File: src/common/ccu_pkg.sv
// Requestor-side request and response types, shared by the arbiter, the top level and the testbench

package ccu_pkg;

    // Basic widths of the unit
    localparam int WORD_W         = 32;
    localparam int ADDR_W         = 32;
    localparam int WORDS_PER_LINE = 4;
    localparam int LINE_W         = WORD_W * WORDS_PER_LINE;

    // One data word
    typedef logic [WORD_W-1:0] word_t;

    // A word address, so consecutive words differ by one
    typedef logic [ADDR_W-1:0] addr_t;

    // One cache line, word k sits at bits WORD_W*k and up
    typedef logic [LINE_W-1:0] line_t;

    // Transfer length of a request
    typedef enum logic {
        CCU_LEN_WORD = 1'b0,
        CCU_LEN_LINE = 1'b1
    } ccu_len_e;

    // A request as presented by one requestor
    // A word request carries its write word in word 0 of data
    // A line request gets its low address bits cleared by the arbiter
    typedef struct packed {
        logic     we;
        ccu_len_e len;
        addr_t    addr;
        line_t    data;
    } ccu_req_t;

endpackage

File: src/common/biu_pkg.sv
// Bus command and memory beat types used between the arbiter, the bus sequencer and the memory

package biu_pkg;

    // Index of a word beat within one line
    localparam int BEAT_IDX_W = $clog2(ccu_pkg::WORDS_PER_LINE);

    typedef logic [BEAT_IDX_W-1:0] beat_idx_t;

    // Index of the final beat of a line transfer
    localparam beat_idx_t LAST_BEAT = beat_idx_t'(ccu_pkg::WORDS_PER_LINE - 1);

    // Bus function carried with every command
    typedef enum logic {
        BIU_FUNC_READ  = 1'b0,
        BIU_FUNC_WRITE = 1'b1
    } biu_func_e;

    // Command from the arbiter to the sequencer, stable while the enable is high
    typedef struct packed {
        biu_func_e          func;
        ccu_pkg::ccu_len_e  len;
        ccu_pkg::addr_t     addr;
        ccu_pkg::line_t     data;
    } biu_cmd_t;

    // One word beat towards the line memory
    typedef struct packed {
        logic               we;
        ccu_pkg::addr_t     addr;
        ccu_pkg::word_t     wdata;
    } mem_beat_t;

endpackage

File: src/ccu/ccu_arb.sv
// Fixed-priority arbiter that grants one requestor at a time and forwards its request to the bus unit
`timescale 1ns/1ns

module ccu_arb #(
    parameter int N_REQ = 3
)(
    input  logic                    clk,
    input  logic                    i_arst_n,

    // Requestor handshake
    input  logic [N_REQ-1:0]        i_req_valid,
    input  ccu_pkg::ccu_req_t       i_req [N_REQ],
    output logic [N_REQ-1:0]        o_req_grant,
    output logic [N_REQ-1:0]        o_req_done,
    output ccu_pkg::line_t          o_rsp_data,

    // Bus interface unit side
    input  logic                    i_biu_done,
    input  ccu_pkg::line_t          i_biu_rdata,
    output logic                    o_biu_en,
    output biu_pkg::biu_cmd_t       o_biu_cmd
);

    localparam int IDX_W = (N_REQ > 1) ? $clog2(N_REQ) : 1;

    // Clears the word offset of a line address
    localparam ccu_pkg::addr_t LINE_MASK = ~ccu_pkg::addr_t'(ccu_pkg::WORDS_PER_LINE - 1);

    typedef logic [IDX_W-1:0] req_idx_t;

    typedef enum logic [1:0] {
        ARB_IDLE = 2'b00,
        ARB_BUSY = 2'b01,
        ARB_DONE = 2'b10
    } arb_state_e;

    arb_state_e         state_r;
    arb_state_e         state_next;
    logic [N_REQ-1:0]   pick;
    req_idx_t           pick_idx;
    req_idx_t           idx_r;
    logic               arb_idle;
    logic               any_valid;
    logic [N_REQ-1:0]   grant_next;
    logic [N_REQ-1:0]   done_next;
    logic               biu_en_next;
    ccu_pkg::ccu_req_t  sel_req;

    assign arb_idle  = (state_r == ARB_IDLE);
    assign any_valid = |i_req_valid;

    // Isolate the lowest set valid bit, so requestor 0 always wins
    assign pick = i_req_valid & (~i_req_valid + 1'b1);

    // The pick is one-hot or zero, so OR-ing the indices gives the binary index
    always_comb begin
        pick_idx = '0;
        for (int k = 0; k < N_REQ; k++) begin
            if (pick[k]) begin
                pick_idx = pick_idx | req_idx_t'(k);
            end
        end
    end

    // The winner is only latched while idle and stays fixed until the arbiter returns
    always_ff @(posedge clk or negedge i_arst_n) begin
        if (!i_arst_n) begin
            idx_r <= '0;
        end else if (arb_idle) begin
            idx_r <= pick_idx;
        end
    end

    // Idle picks, busy waits for the bus unit, done lasts exactly one cycle
    always_comb begin
        state_next  = state_r;
        grant_next  = '0;
        done_next   = '0;
        biu_en_next = 1'b0;

        unique case (state_r)
            ARB_IDLE: begin
                grant_next  = pick;
                biu_en_next = any_valid;
                state_next  = any_valid ? ARB_BUSY : ARB_IDLE;
            end
            ARB_BUSY: begin
                done_next[idx_r] = i_biu_done;
                // Enable drops right after the bus unit reports completion
                biu_en_next      = !i_biu_done && i_req_valid[idx_r];
                state_next       = i_biu_done ? ARB_DONE : ARB_BUSY;
            end
            ARB_DONE: begin
                state_next = ARB_IDLE;
            end
            default: begin
                state_next = ARB_IDLE;
            end
        endcase
    end

    always_ff @(posedge clk or negedge i_arst_n) begin
        if (!i_arst_n) begin
            state_r     <= ARB_IDLE;
            o_req_grant <= '0;
            o_req_done  <= '0;
            o_biu_en    <= 1'b0;
        end else begin
            state_r     <= state_next;
            o_req_grant <= grant_next;
            o_req_done  <= done_next;
            o_biu_en    <= biu_en_next;
        end
    end

    assign sel_req = i_req[pick_idx];

    // Command is captured from the winner in the same cycle as the pick
    always_ff @(posedge clk) begin
        if (arb_idle) begin
            o_biu_cmd.func <= sel_req.we ? biu_pkg::BIU_FUNC_WRITE : biu_pkg::BIU_FUNC_READ;
            o_biu_cmd.len  <= sel_req.len;
            o_biu_cmd.addr <= (sel_req.len == ccu_pkg::CCU_LEN_LINE) ?
                              (sel_req.addr & LINE_MASK) : sel_req.addr;
            o_biu_cmd.data <= sel_req.data;
        end
    end

    // Response line lines up with the done pulse
    always_ff @(posedge clk) begin
        if ((state_r == ARB_BUSY) && i_biu_done) begin
            o_rsp_data <= i_biu_rdata;
        end
    end

    a_grant_onehot: assert property (@(posedge clk) disable iff (!i_arst_n)
        $onehot0(o_req_grant))
        else $error("more than one grant bit high");

    a_done_onehot: assert property (@(posedge clk) disable iff (!i_arst_n)
        $onehot0(o_req_done))
        else $error("more than one done bit high");

    a_en_in_busy: assert property (@(posedge clk) disable iff (!i_arst_n)
        $rose(o_biu_en) |-> (state_r == ARB_BUSY))
        else $error("bus enable rose outside the busy state");

endmodule

File: config.mk
export PLATFORM = sky130hd
export DESIGN_NAME = ccu_arb
export DESIGN_NICKNAME = d
export VERILOG_FILES = /design/src/common/ccu_pkg.sv /design/src/common/biu_pkg.sv /design/src/ccu/ccu_arb.sv
export SDC_FILE = /design/constraint.sdc
export NUM_CORES = 1
export LEC_CHECK = 0
export ABC_AREA = 0
export BUFFER_PORTS_ARGS = -buffer_cell sky130_fd_sc_hd__buf_2
export CAP_MARGIN = 20
export CELL_PAD_IN_SITES_DETAIL_PLACEMENT = 1
export CELL_PAD_IN_SITES_GLOBAL_PLACEMENT = 2
export CORE_AREA = 8 8 348 350
export DETAILED_ROUTE_END_ITERATION = 8
export DIE_AREA = 0 0 356 358
export PLACE_DENSITY_LB_ADDON = 0.1
export REMOVE_ABC_BUFFERS = 1
export SLEW_MARGIN = 20
export SYNTH_ARGS = -nofsm -noshare
export SYNTH_HDL_FRONTEND = slang
export SYNTH_SLANG_ARGS = --single-unit
File: constraint.sdc
create_clock -name clk -period 8.9 [get_ports clk]
set_input_delay 1.335 -clock clk [delete_from_list [all_inputs] [get_ports clk]]
set_output_delay 1.335 -clock clk [all_outputs]
set_load 0.005 [all_outputs]
**After elaboration in Yosys (flattened, before gate mapping)**

Cells that the tools add are included.

- Bits in registers: 301
- Logic and storage cells: 42
- Input port bits: 620

- Magnitude comparators: 3
- Reduce and logical (&&, ||, !) cells: 6
- Equal/unequal tests: 1
- Add/subtract/negate cells: 1
- Mux-type cells: 16
- Bitwise gates (word level): 4

Operators by type and width:

| kind | count |
|---|---|
| 162-bit binary-select mux with 2-bit select | 1 |
| 162-bit two-way mux | 2 |
| 3-bit AND | 2 |
| 3-bit two-way mux | 2 |
| 1-bit two-way mux | 5 |
| 2-bit two-way mux | 2 |
| 2-bit case mux with 2 select lines | 1 |
| 3-bit by 1-bit adder with 3-bit output, second input constant | 1 |
| 3-bit >= comparator, second input constant | 1 |
| 1-bit logical AND | 3 |
| 2-bit by 3-bit < comparator with 1-bit output, second input constant | 1 |
| 2-bit NOT with 3-bit output | 1 |
| 3-bit NOT | 1 |
| 3-bit OR reduction | 1 |
| 1-bit binary-select mux with 2-bit select | 1 |
| 1-bit demux with 2-bit select | 1 |
| 2-bit by 1-bit equality test with 1-bit output, second input constant | 1 |
| 2-bit by 1-bit >= comparator with 1-bit output, second input constant | 1 |
| 2-bit zero test | 1 |
| 1-bit case mux with 2 select lines | 1 |
| 1-bit zero test | 1 |

**Depth between registers and ports, before layout**

- Depth in word-level cells: 10
- Mapped depth: 7

**Worst setup path after synthesis**

No wires, ideal clock.

- Path kind: reg-to-reg
- From: register state_r[0]
- To: register idx_r[0]
- Period minus slack after synthesis: 8367 ps
- Path slack: 533 ps
- Required time: 8799 ps
- Library setup time: 101 ps
- Arrival: 8267 ps
- Cell stages (with the launch flop): 3
- Path buffers: 0
- Cells stage by stage: dfrtp_1 nor2_1 mux2_2

- Longest elaborated chain between the ends: 1

RTL lines:

| element | RTL line | RTL |
|---|---|---|
| start: declaration | ccu_arb.sv:37 | `arb_state_e state_r;` |
| start signal: assignment | ccu_arb.sv:109 | `state_r <= state_next;` |
| 2-bit zero test | ccu_arb.sv:49 | `assign arb_idle = (state_r == ARB_IDLE);` |
| end signal: assignment | ccu_arb.sv:70 | `idx_r <= pick_idx;` |
| end: declaration | ccu_arb.sv:41 | `req_idx_t idx_r;` |

No other way between the ends.
A chain may end at the register's enable or synchronous reset.

==> out/metrics.csv <==
stage;metric;value;unit
global_route;Tot GR Track Use;11.8;%
finish;layout cells sized above 1;50.6;%
timing;count of final hold-check violations;0;
clock_tree;CTS Root Buffer Type;clkbuf_16;
clock_tree;TritonCTS clock tree;yes;
route;Detailed Route WL;80900;um
route;met2 wire length;40600;um
global_route;initial antenna violation count;77;
clock_tree;cts hold-fix bufs;0;
die;die height;358;um
timing;clk_skew;0.0160;ns
power;leak pwr;8.71;nW
yosys;syn_area_per_cell;12.0;um^2
clock_tree;worst-skew pair later-pin latency;0.60;ns
setup_path;Critical Path Start Type;input pin;
power;worst vdd ir;0.0000916;V
timing;final worst path period share;35.5;%
die;I/O pin cnt;917;
finish;Synth-to-Final Area Change;61.1;%
route;DR DRC count;0;
yosys;Mapped Area;12600;um^2
finish;commonest non-fill, non-tap cells in the layout;916 x buf_2, 318 x nand2_1, 290 x edfxtp_1, 162 x nor2_1, 160 x a31oi_1;
timing;Final min period;3.16;ns
timing;RSZ-0062 raised after global routing;false;
die;Initial Util;10.9;%
global_route;Overflow after GRT;0;
setup_path;CP Max Fanout;74;
timing;Pins Over Slew Limit;0;
clock_tree;# H-tree levels;2;
die;site row count;125;
setup_path;critical path class;in -> reg;
setup_path;arrival time at the worst endpoint;3.49;ns
power;PwrDens;221;nW/um^2
timing;setup violators final;0;
route;vias;12300;
global_route;vias in the first global route;13300;
yosys;Synthesis Warnings;0;
setup_path;Crit path required time;9.22;ns
die;Die Width;356;um
route;WL per Instance;22.8;um
global_route;first-pass GRT wire length;106000;um
timing;setup TNS;0;ns
route;met1 WL;27000;um
yosys;number of synthesized register bits;301;
route;number of detailed-route iterations in the first pass;6;
finish;layout net count;2573;
flow_run;maxcap violations;0;
finish;most common library cell in the layout ignoring fill and taps;buf_2;
place;post-DP HPWL;63900;um
hold_path;Worst Hold Class;reg -> reg;
yosys;Synth cell types;28;
yosys;post-synthesis sequential area ratio;71.4;%
timing;max_slew headroom;40.8;%
setup_path;CP endpoint kind;flip-flop;
route;top sig layer;met5;
place;Placer Congestion;0.739;
clock_tree;clock sink count;301;
route;DR vias/cell;3.47;
finish;FILL cells;13500;
route;met3 WL;10500;um
die;Core Region;115000;um^2
global_route;largest net degree at the start of global routing;182;
clock_tree;CTS buffer count;45;
outcome;status;completed;
die;die area;127000;um^2
clock_tree;postcts setup bufs;0;
route;DRT iter0 DRCs;476;
clock_tree;post-CTS sizing;0;
route;Antenna Nets Post-Route;0;
timing;worst-margin pin slew;0.888;ns
place;# port buffers;916;
clock_tree;clk slew on worst S/H paths;0.06;ns
timing;Max Freq;316;MHz
power;Power, Total;4.48;mW
clock_tree;Max Buffers Root-to-Sink;3;
yosys;Post-Synthesis Cells;1047;
-- worst paths after layout --
path | startpoint | endpoint | slack (ns) | cells after the start
worst max register to register | state_r[0] | o_rsp_data[54] | 6.33 | 3
min in group asynchronous | i_arst_n | o_req_done[1] | 0.61 | 1
worst max-delay path | i_req_valid[0] | o_biu_cmd[15] | 5.74 | 5
worst min register to register | idx_r[0] | o_req_done[2] | 0.53 | 1
max in group asynchronous | i_arst_n | o_req_grant[0] | 8.05 | 1
worst min-delay path | idx_r[0] | o_req_done[2] | 0.53 | 1
-- state kept, by name (all words and copies together), names as in the netlist --
name / cells
o_req_done: 3
idx_r: 2
o_req_grant: 3
state_r: 2
o_biu_en: 1
o_rsp_data: 128
o_biu_cmd: 162
-- per-layer routing --
layer	vias to the layer above	global-route usage [%]
met2	621	21.1
met1	5855	11.2
met4	50	4.25
li1	5627	-
met3	167	7.08
met5	-	0
-- stage by stage --
step                cell area [um^2]  util, %  hold slack [ns]  worst slack, ns  instances
floorplan                      12000        -            0.467            0.532        974
global placement               18700     16.2            0.537             5.09       3429
detailed placement             18700     16.2            0.540             5.05       3429
CTS                            20100     17.4            0.540             5.75       3509
global route                   20200     17.5            0.560             5.53       3526
finish                         20300     17.5            0.527             5.74       3548
-- synthesized netlist by cell type --
cell       instances  area share, %
dfrtp_1           11            2.2
buf_2             23           0.92
nor3b_1            4           0.24
or4bb_1            1          0.090
mux2_2             2           0.18
buf_6             32            2.9
or3_1              1          0.050
a21oi_1            1          0.040
buf_4              3           0.18
nor2b_1            1          0.050
o41ai_1            1          0.070
and2_1             2          0.099
nor3_2             1          0.080
nor2_1           163            4.9
inv_1              4           0.12
nand2_1          318            9.5
clkbuf_1          15           0.45
a31oi_1          160            8.0
and3b_1            2           0.14
a211oi_1           4           0.24
nand3_1            1          0.040
or3b_1             1          0.070
a2bb2oi_1          1          0.070
nor3_1             2          0.080
nand2b_1           1          0.050
mux2i_1            1          0.080
o21bai_1           1          0.060
edfxtp_1         290             69
-- final cells by class --
cell class	count	area, um^2	share of cell area [%]
sequential	301	8980	44.4
tap	1524	1910	9.41
inverter	4	20.0	0.0988
antenna	38	95.1	0.469
clock inverter	22	267	1.32
multi-input combinational	669	3050	15.0
timing repair buffer	932	4740	23.4
clock buffer	58	1190	5.90
-- power breakdown --
group          internal (mW)  total [mW]  leakage, nW  switching, mW
Clock                   1.07        1.82        0.706          0.752
Sequential              1.84        1.90         2.89         0.0592
Combinational          0.286       0.756         5.11          0.471
-- cells by family (layout without fill, tap and decap cells) --
kind of cell	after synthesis	in the layout	synth area share [%]
AO/OA/AOI/OAI	168	168	8.44
buffers and inverters	77	1016	4.53
AND/OR/NAND/NOR	498	498	15.3
other	0	38	0
flip-flops	301	301	71.4
multiplexers	3	3	0.259
-- worst max-delay path: stages --
cell     delay [ns]
buf_2          0.22
or3b_4         0.44
buf_4          0.67
buf_4          0.53
a31oi_1        0.16
No activity file was read; power rests on OpenSTA's default activity.
