## src/common/ccu_pkg.sv

```systemverilog
// Requestor-side request and response types, shared by the arbiter, the top level and the testbench

package ccu_pkg;

    // Basic widths of the unit
    localparam int WORD_W         = 32;
    localparam int ADDR_W         = 32;
    localparam int WORDS_PER_LINE = 4;
    localparam int LINE_W         = WORD_W * WORDS_PER_LINE;

    // One data word
    typedef logic [WORD_W-1:0] word_t;

    // A word address, so consecutive words differ by one
    typedef logic [ADDR_W-1:0] addr_t;

    // One cache line, word k sits at bits WORD_W*k and up
    typedef logic [LINE_W-1:0] line_t;

    // Transfer length of a request
    typedef enum logic {
        CCU_LEN_WORD = 1'b0,
        CCU_LEN_LINE = 1'b1
    } ccu_len_e;

    // A request as presented by one requestor
    // A word request carries its write word in word 0 of data
    // A line request gets its low address bits cleared by the arbiter
    typedef struct packed {
        logic     we;
        ccu_len_e len;
        addr_t    addr;
        line_t    data;
    } ccu_req_t;

endpackage

```

## src/common/biu_pkg.sv

```systemverilog
// Bus command and memory beat types used between the arbiter, the bus sequencer and the memory

package biu_pkg;

    // Index of a word beat within one line
    localparam int BEAT_IDX_W = $clog2(ccu_pkg::WORDS_PER_LINE);

    typedef logic [BEAT_IDX_W-1:0] beat_idx_t;

    // Index of the final beat of a line transfer
    localparam beat_idx_t LAST_BEAT = beat_idx_t'(ccu_pkg::WORDS_PER_LINE - 1);

    // Bus function carried with every command
    typedef enum logic {
        BIU_FUNC_READ  = 1'b0,
        BIU_FUNC_WRITE = 1'b1
    } biu_func_e;

    // Command from the arbiter to the sequencer, stable while the enable is high
    typedef struct packed {
        biu_func_e          func;
        ccu_pkg::ccu_len_e  len;
        ccu_pkg::addr_t     addr;
        ccu_pkg::line_t     data;
    } biu_cmd_t;

    // One word beat towards the line memory
    typedef struct packed {
        logic               we;
        ccu_pkg::addr_t     addr;
        ccu_pkg::word_t     wdata;
    } mem_beat_t;

endpackage

```

## src/biu/biu_seq.sv

```systemverilog
// Bus sequencer that splits one command into word beats and assembles the returning read line
`timescale 1ns/1ns

module biu_seq (
    input  logic                clk,
    input  logic                i_arst_n,

    // Command from the arbiter
    input  logic                i_en,
    input  biu_pkg::biu_cmd_t   i_cmd,
    output logic                o_done,
    output ccu_pkg::line_t      o_rdata,

    // Beats towards the memory
    input  ccu_pkg::word_t      i_mem_rdata,
    output logic                o_beat_valid,
    output biu_pkg::mem_beat_t  o_beat
);

    localparam int WORD_W = ccu_pkg::WORD_W;

    typedef enum logic [1:0] {
        SEQ_IDLE  = 2'b00,
        SEQ_BEAT  = 2'b01,
        SEQ_DRAIN = 2'b10,
        SEQ_DONE  = 2'b11
    } seq_state_e;

    seq_state_e         state_r;
    seq_state_e         state_next;
    biu_pkg::beat_idx_t beat_cnt_r;
    biu_pkg::beat_idx_t beat_cnt_next;
    biu_pkg::beat_idx_t last_beat;
    biu_pkg::beat_idx_t cap_cnt_r;
    logic               cap_valid_r;
    logic               is_read;
    logic               beat_last;
    logic               start;
    ccu_pkg::line_t     line_r;

    assign is_read       = (i_cmd.func == biu_pkg::BIU_FUNC_READ);
    assign last_beat     = (i_cmd.len == ccu_pkg::CCU_LEN_LINE) ? biu_pkg::LAST_BEAT : '0;
    assign beat_last     = (beat_cnt_r == last_beat);
    assign beat_cnt_next = beat_cnt_r + 1'b1;
    assign start         = (state_r == SEQ_IDLE) && i_en;

    // Reads need one extra cycle for the last word to come back from memory
    always_comb begin
        unique case (state_r)
            SEQ_IDLE:  state_next = i_en ? SEQ_BEAT : SEQ_IDLE;
            SEQ_BEAT:  state_next = !beat_last ? SEQ_BEAT : (is_read ? SEQ_DRAIN : SEQ_DONE);
            SEQ_DRAIN: state_next = SEQ_DONE;
            SEQ_DONE:  state_next = SEQ_IDLE;
            default:   state_next = SEQ_IDLE;
        endcase
    end

    // The beat counter always names the beat currently on o_beat
    always_ff @(posedge clk or negedge i_arst_n) begin
        if (!i_arst_n) begin
            state_r      <= SEQ_IDLE;
            o_beat_valid <= 1'b0;
            beat_cnt_r   <= '0;
            cap_valid_r  <= 1'b0;
            cap_cnt_r    <= '0;
        end else begin
            state_r     <= state_next;
            // Capture side trails the beat side by the memory read latency
            cap_valid_r <= o_beat_valid && !o_beat.we;
            cap_cnt_r   <= beat_cnt_r;
            if (start) begin
                o_beat_valid <= 1'b1;
                beat_cnt_r   <= '0;
            end else if (state_r == SEQ_BEAT) begin
                o_beat_valid <= !beat_last;
                if (!beat_last) begin
                    beat_cnt_r <= beat_cnt_next;
                end
            end
        end
    end

    // Beat payload walks through consecutive word addresses of the command
    always_ff @(posedge clk) begin
        if (state_r == SEQ_IDLE) begin
            o_beat.we    <= !is_read;
            o_beat.addr  <= i_cmd.addr;
            o_beat.wdata <= i_cmd.data[0 +: WORD_W];
        end else if ((state_r == SEQ_BEAT) && !beat_last) begin
            o_beat.addr  <= o_beat.addr + 1'b1;
            o_beat.wdata <= i_cmd.data[beat_cnt_next * WORD_W +: WORD_W];
        end
    end

    // A word read leaves the upper words of the line at zero
    always_ff @(posedge clk) begin
        if (state_r == SEQ_IDLE) begin
            line_r <= '0;
        end else if (cap_valid_r) begin
            line_r[cap_cnt_r * WORD_W +: WORD_W] <= i_mem_rdata;
        end
    end

    assign o_rdata = line_r;
    assign o_done  = (state_r == SEQ_DONE);

    // The arbiter keeps the enable up until it has seen the done pulse
    a_en_held: assert property (@(posedge clk) disable iff (!i_arst_n)
        $fell(i_en) |-> $past(o_done))
        else $error("bus enable dropped before the transfer completed");

endmodule

```

## config.mk

```make
export PLATFORM = sky130hd
export DESIGN_NAME = biu_seq
export DESIGN_NICKNAME = d
export VERILOG_FILES = /design/src/common/ccu_pkg.sv /design/src/common/biu_pkg.sv /design/src/biu/biu_seq.sv
export SDC_FILE = /design/constraint.sdc
export NUM_CORES = 1
export LEC_CHECK = 0
export BUFFER_PORTS_ARGS = -buffer_cell sky130_fd_sc_hd__buf_4
export CAP_MARGIN = 10
export CORE_ASPECT_RATIO = 0.5
export CORE_MARGIN = 2
export CORE_UTILIZATION = 43
export CTS_CLUSTER_SIZE = 20
export DETAILED_ROUTE_END_ITERATION = 8
export PLACE_DENSITY = 0.73
export SLEW_MARGIN = 20
export SYNTH_ARGS = -nofsm -noshare
export SYNTH_HDL_FRONTEND = slang
export SYNTH_SLANG_ARGS = --single-unit
```

## constraint.sdc

```tcl
create_clock -name clk -period 4.25 [get_ports clk]
set_input_delay 0.6375 -clock clk [delete_from_list [all_inputs] [get_ports clk]]
set_output_delay 0.6375 -clock clk [all_outputs]
set_load 0.05 [all_outputs]
```

# After elaboration in Yosys (flattened, before gate mapping)
# Index checks and enable logic that the tools add are counted.
# totals
reg_bits	201
output_inout_bits	195
wordCells	42
# classes
addsub	3
n_eq_ne	5
mux	13
reduce_logical	9
shifts	3
# op_table
op	n
128-bit bitwise mux	1
64-bit two-way mux	2
32-bit by 34-bit variable shift with 128-bit output (first input constant)	1
128-bit by 8-bit variable part select with 32-bit output	1
32-bit by 34-bit variable part select with 128-bit output	1
7-bit negation with 34-bit output	1
32-bit by 1-bit adder with 32-bit output (second input constant)	1
2-bit two-way mux	5
2-bit case mux with 4 select lines	1
2-bit equality test (second input constant)	2
1-bit two-way mux	4
2-bit nonzero test	2
1-bit logical AND	3
2-bit by 1-bit adder with 2-bit output (second input constant)	1
2-bit by 1-bit equality test with 1-bit output (second input constant)	1
2-bit equality test	1
1-bit logical NOT	2
2-bit logical NOT	1
2-bit by 1-bit != test with 1-bit output (second input constant)	1
2-bit AND reduction	1

# Logic depth before layout (Yosys ltp)
# logic_depth
ltp_word	6
mapped_depth	7
ltp_nobuf	6

# Worst setup path before layout
# Ideal clock, no wire load.
# synth_timing
path_type	flip-flop to flip-flop
start	register beat_cnt_r[1]
end	register o_beat[0] in the netlist's numbering, enable pin
n_path_buf	2
required_ns	3.557
path_slack_ns	1.289
arrival_ns	2.269
stages_incl_launch_ff	6
setup_ns	0.693
path_cell_list	dfrtp_1 clkbuf_1 clkbuf_1 nand3_1 nand3_1 nand2_1
# synth_via
elab_chain_cells	4
# synth_lines
item	line	text
start: declaration	biu_seq.sv:31	biu_pkg::beat_idx_t beat_cnt_r;
start signal: assignment	biu_seq.sv:77	beat_cnt_r <= beat_cnt_next;
2-bit equality test	biu_seq.sv:43	assign beat_last = (beat_cnt_r == last_beat);
1-bit logical NOT	biu_seq.sv:89	end else if ((state_r == SEQ_BEAT) && !beat_last) begin
1-bit logical AND	biu_seq.sv:89	
2-bit nonzero test (no line)	--	
end: declaration	biu_seq.sv:17	output biu_pkg::mem_beat_t o_beat
# Every way passes these cells.
# A chain may end at the register's enable or synchronous reset.

# Worst setup path after layout
# layout_timing
start	register state_r[0]
end	register line_r[79] (netlist: o_rdata[79])
# layout_via
elab_chain_cells	1
# layout_lines
item	line	text
start: declaration	biu_seq.sv:29	seq_state_e state_r;
start signal: assignment	biu_seq.sv:67	state_r <= state_next;
2-bit logical NOT	biu_seq.sv:97	if (state_r == SEQ_IDLE) begin
end signal: indexed assignment	biu_seq.sv:100	line_r[cap_cnt_r * WORD_W +: WORD_W] <= i_mem_rdata;
end: declaration	biu_seq.sv:39	ccu_pkg::line_t line_r;
# Every way passes these cells.

==> reports/qor.csv <==
stage,metric,value,unit
power,power_switching,4.90,mW
drt,drt_wl_total,30200,um
placement,placedCellCount,1492,
power,finalPower,10.3,mW
clock_tree,clk_latency,0.50,ns
sta,rsz0062_at_grt,no,
synth,yosysSeqAreaShare,0.537,
sta,skew,0.0158,ns
synth,synthCells,892,
synth,synth_compound_area_frac,0.214,
clock_tree,cts_max_level,1,
sta,timing.hold.ws,0.332,ns
grt,antenna_found_initial,0,
placement,dp_slack,1.71,ns
power,powerDensity,815,mW/mm2
grt,grt_pass1_vias,8236,
drt,ant_nets,0,
grt,grt_pass1_wl,46100,um
clock_tree,cts_made_buffers,20,
synth,synthesis.area,0.00878,mm2
synth,muxShareOfSynthArea,0.0423,
sta,final.min_clock_period,2.58,ns
synth,synth_top_family_by_area,compound AO/OA/AOI/OAI gates,
clock_tree,clk_pin_slew_worst_paths,0.07,ns
critical_path,critPathRequiredTime,4.62,ns
final_layout,utilization,0.639,
sta,setup_ws,1.67,ns
power,p_seq_frac,0.325,
synth,synth_cell_types,42,
drt,drt_iter0_markers,711,
critical_path,cp-start-kind,register,
placement,port_buffers,391,
sta,tns,0,ns
floorplanning,die_x,206,um
sta,max_freq,388,MHz
sta,slew_violations,0,
floorplanning,die_area,0.0217,mm2
clock_tree,cts_buffer_depth,3,
sta,slew_headroom,0.409,
critical_path,rrSetupSlack,1.67,ns
synth,syn_nets,1095,
synth,synth-seq-cells,201,
sta,hold_viol_final,0,
final_layout,layout.cells.non_filler,1528,
clock_tree,cts-root-buf,clkbuf_16,
synth,synth_top_flop_cell,dfxtp_1,
drt,vias,8618,
final_layout,syn_to_final_growth,43.6,%
final_layout,layout_commonest_cell,buf_4,
placement,post-dp-hpwl,21400,um
power,clkPwrFrac,0.172,
synth,avgSynthCellArea,9.85,um2
sta,setup_viol,0,
synth,synth-simple-area-share,0.145,
synth,async_flop_share,0.0398,
floorplanning,row_count,36,
final_layout,stdcell_area,0.0126,mm2
final_layout,num_antenna_cells,0,
hold_path,hold_path.class,input port to register,
placement,dpl-instance-area,0.0119,mm2
drt,dr.pass1.iters,5,
floorplanning,floorplan.die.height,105,um
final_layout,mostFrequentLayoutCells,"407 x buf_4, 152 x nor2_1, 128 x a22oi_1, 128 x dfxtp_1, 65 x edfxtp_1",
flow_run,maxCapViolCount,0,
power,p_sw_frac,0.476,
critical_path,cp-end-kind,register,
synth,synth_edf_count,65,
power,p_leak,5.36,nW
clock_tree,cts_tree,built,
drt,drc,0,
sta,period_share,0.607,
final_layout,final_nets,1452,
power,internal-power,5.38,mW
floorplanning,initial_core_util,0.445,
sta,worst_pin_slew,0.886,ns
power,ir_worst_vdd,0.388,mV
floorplanning,num_io_pins,392,
critical_path,worstPathArrival,2.95,ns
power,combPwrFrac,0.502,
placement,gp_congestion,0.923,
synth,synthXorXnorAreaFrac,0.0150,
final_layout,drive_above_1_share,0.386,
synth,synth_fa_ha_area_frac,0.00855,
run_status,status,"complete, no violations",
drt,vias_per_cell,5.64,
critical_path,cp_max_fo,117,
synth,yosys_warnings,0,
floorplanning,core,0.0197,mm2
clock_tree,clock-sinks,201,
drt,wire_per_inst,19.8,um
grt,track_usage,0.268,
grt,grt_overflow,0,
grt,grt_max_degree,118,
critical_path,path_class,register to register,
[worst paths after layout]
kind | from | depth (start not counted) | end
setup / recovery | state_r[0]$_DFF_PN0_ | 4 | o_rdata[79]$_SDFFE_PN0P_
hold / removal | i_cmd[161] | 1 | o_beat[64]$_DFFE_PN_
setup reg to reg | state_r[0]$_DFF_PN0_ | 4 | o_rdata[79]$_SDFFE_PN0P_
hold reg to reg | o_beat[64]$_DFFE_PN_ | 1 | cap_valid_r$_DFF_PN0_
max in group asynchronous | i_arst_n | 2 | beat_cnt_r[1]$_DFFE_PN0P_
min in group asynchronous | i_arst_n | 2 | cap_cnt_r[0]$_DFF_PN0_
[power groups by stage]
stage	clock, mW	sequential (mW)	combinational (mW)
floorplan	0	5.07	1.80
global placement	0	3.35	5.06
detailed placement	0	3.36	5.15
CTS	1.79	3.34	5.16
global route	1.88	3.42	5.48
finish	1.77	3.35	5.17
[cells in the mapped netlist (2+ instances only)]
master / instances / area (um2)
and4_1: 3 / 26.3
clkbuf_1: 71 / 267
nor4b_1: 3 / 26.3
and2_1: 2 / 12.5
nor4_1: 7 / 43.8
o21ai_0: 26 / 130
nand2_1: 27 / 101
xor2_1: 3 / 26.3
nand2b_1: 32 / 200
nor3_1: 2 / 10.0
dfrtp_1: 8 / 200
nand3_1: 9 / 45.0
o22ai_1: 31 / 194
a21boi_0: 2 / 15.0
a21oi_1: 40 / 200
xnor2_1: 12 / 105
or3_1: 10 / 62.6
or3_2: 3 / 22.5
inv_1: 11 / 41.3
nand4_1: 10 / 62.6
mux2_2: 33 / 372
dfxtp_1: 128 / 2560
o31a_1: 2 / 17.5
nor2_1: 152 / 571
a31oi_1: 15 / 93.8
nor2b_1: 2 / 12.5
o31ai_1: 34 / 255
or4_1: 4 / 30.0
edfxtp_1: 65 / 1950
ha_1: 6 / 75.1
a22oi_1: 128 / 961
[registers in the layout, indices dropped and copies added, names as in the netlist, named ones only]
register      flops
o_rdata         128
o_beat           65
beat_cnt_r        2
cap_cnt_r         2
cap_valid_r       1
o_beat_valid      1
state_r           1
[final cells by class]
class	count	area, um2
Clock buffer	29	617
Clock inverter	6	35.0
Fill cell	1643	7120
Inverter	12	50.0
Multi-Input combinational cell	605	3780
Sequential cell	201	4720
Tap cell	266	333
Timing Repair Buffer	409	3090
[worst max-delay path, stage by stage, from the launching register on]
cell     delay [ns]
dfrtp_1        0.43
or2_2          0.59
inv_6          0.73
buf_4          0.48
nor2_1         0.10
[cells by family after synthesis]
| group | after synthesis |
|---|---|
| and+or+nand+nor | 271 |
| DFF | 201 |
| adders and majority gates | 6 |
| muxes | 33 |
| AOI/OAI and AO/OA | 280 |
| buffers and inverters | 86 |
| xor gates and xnor gates | 15 |
[per-layer routing]
layer | up-vias | share of wire | global-route usage
met3 | 57 | 0.065 | 0.0415
li1 | 4030 | - | -
met2 | 322 | 0.49 | 0.442
met1 | 4209 | 0.42 | 0.363
met5 | - | 0 | 0
met4 | 0 | 0.027 | 0.0765
[timing repair]
action,in CTS,in global routing
buffers inserted,0,0
endpoints found under the hold margin,8,0
gates resized for setup,0,0
hold buffers,1,0
No activity file was read; power rests on OpenSTA's default activity.
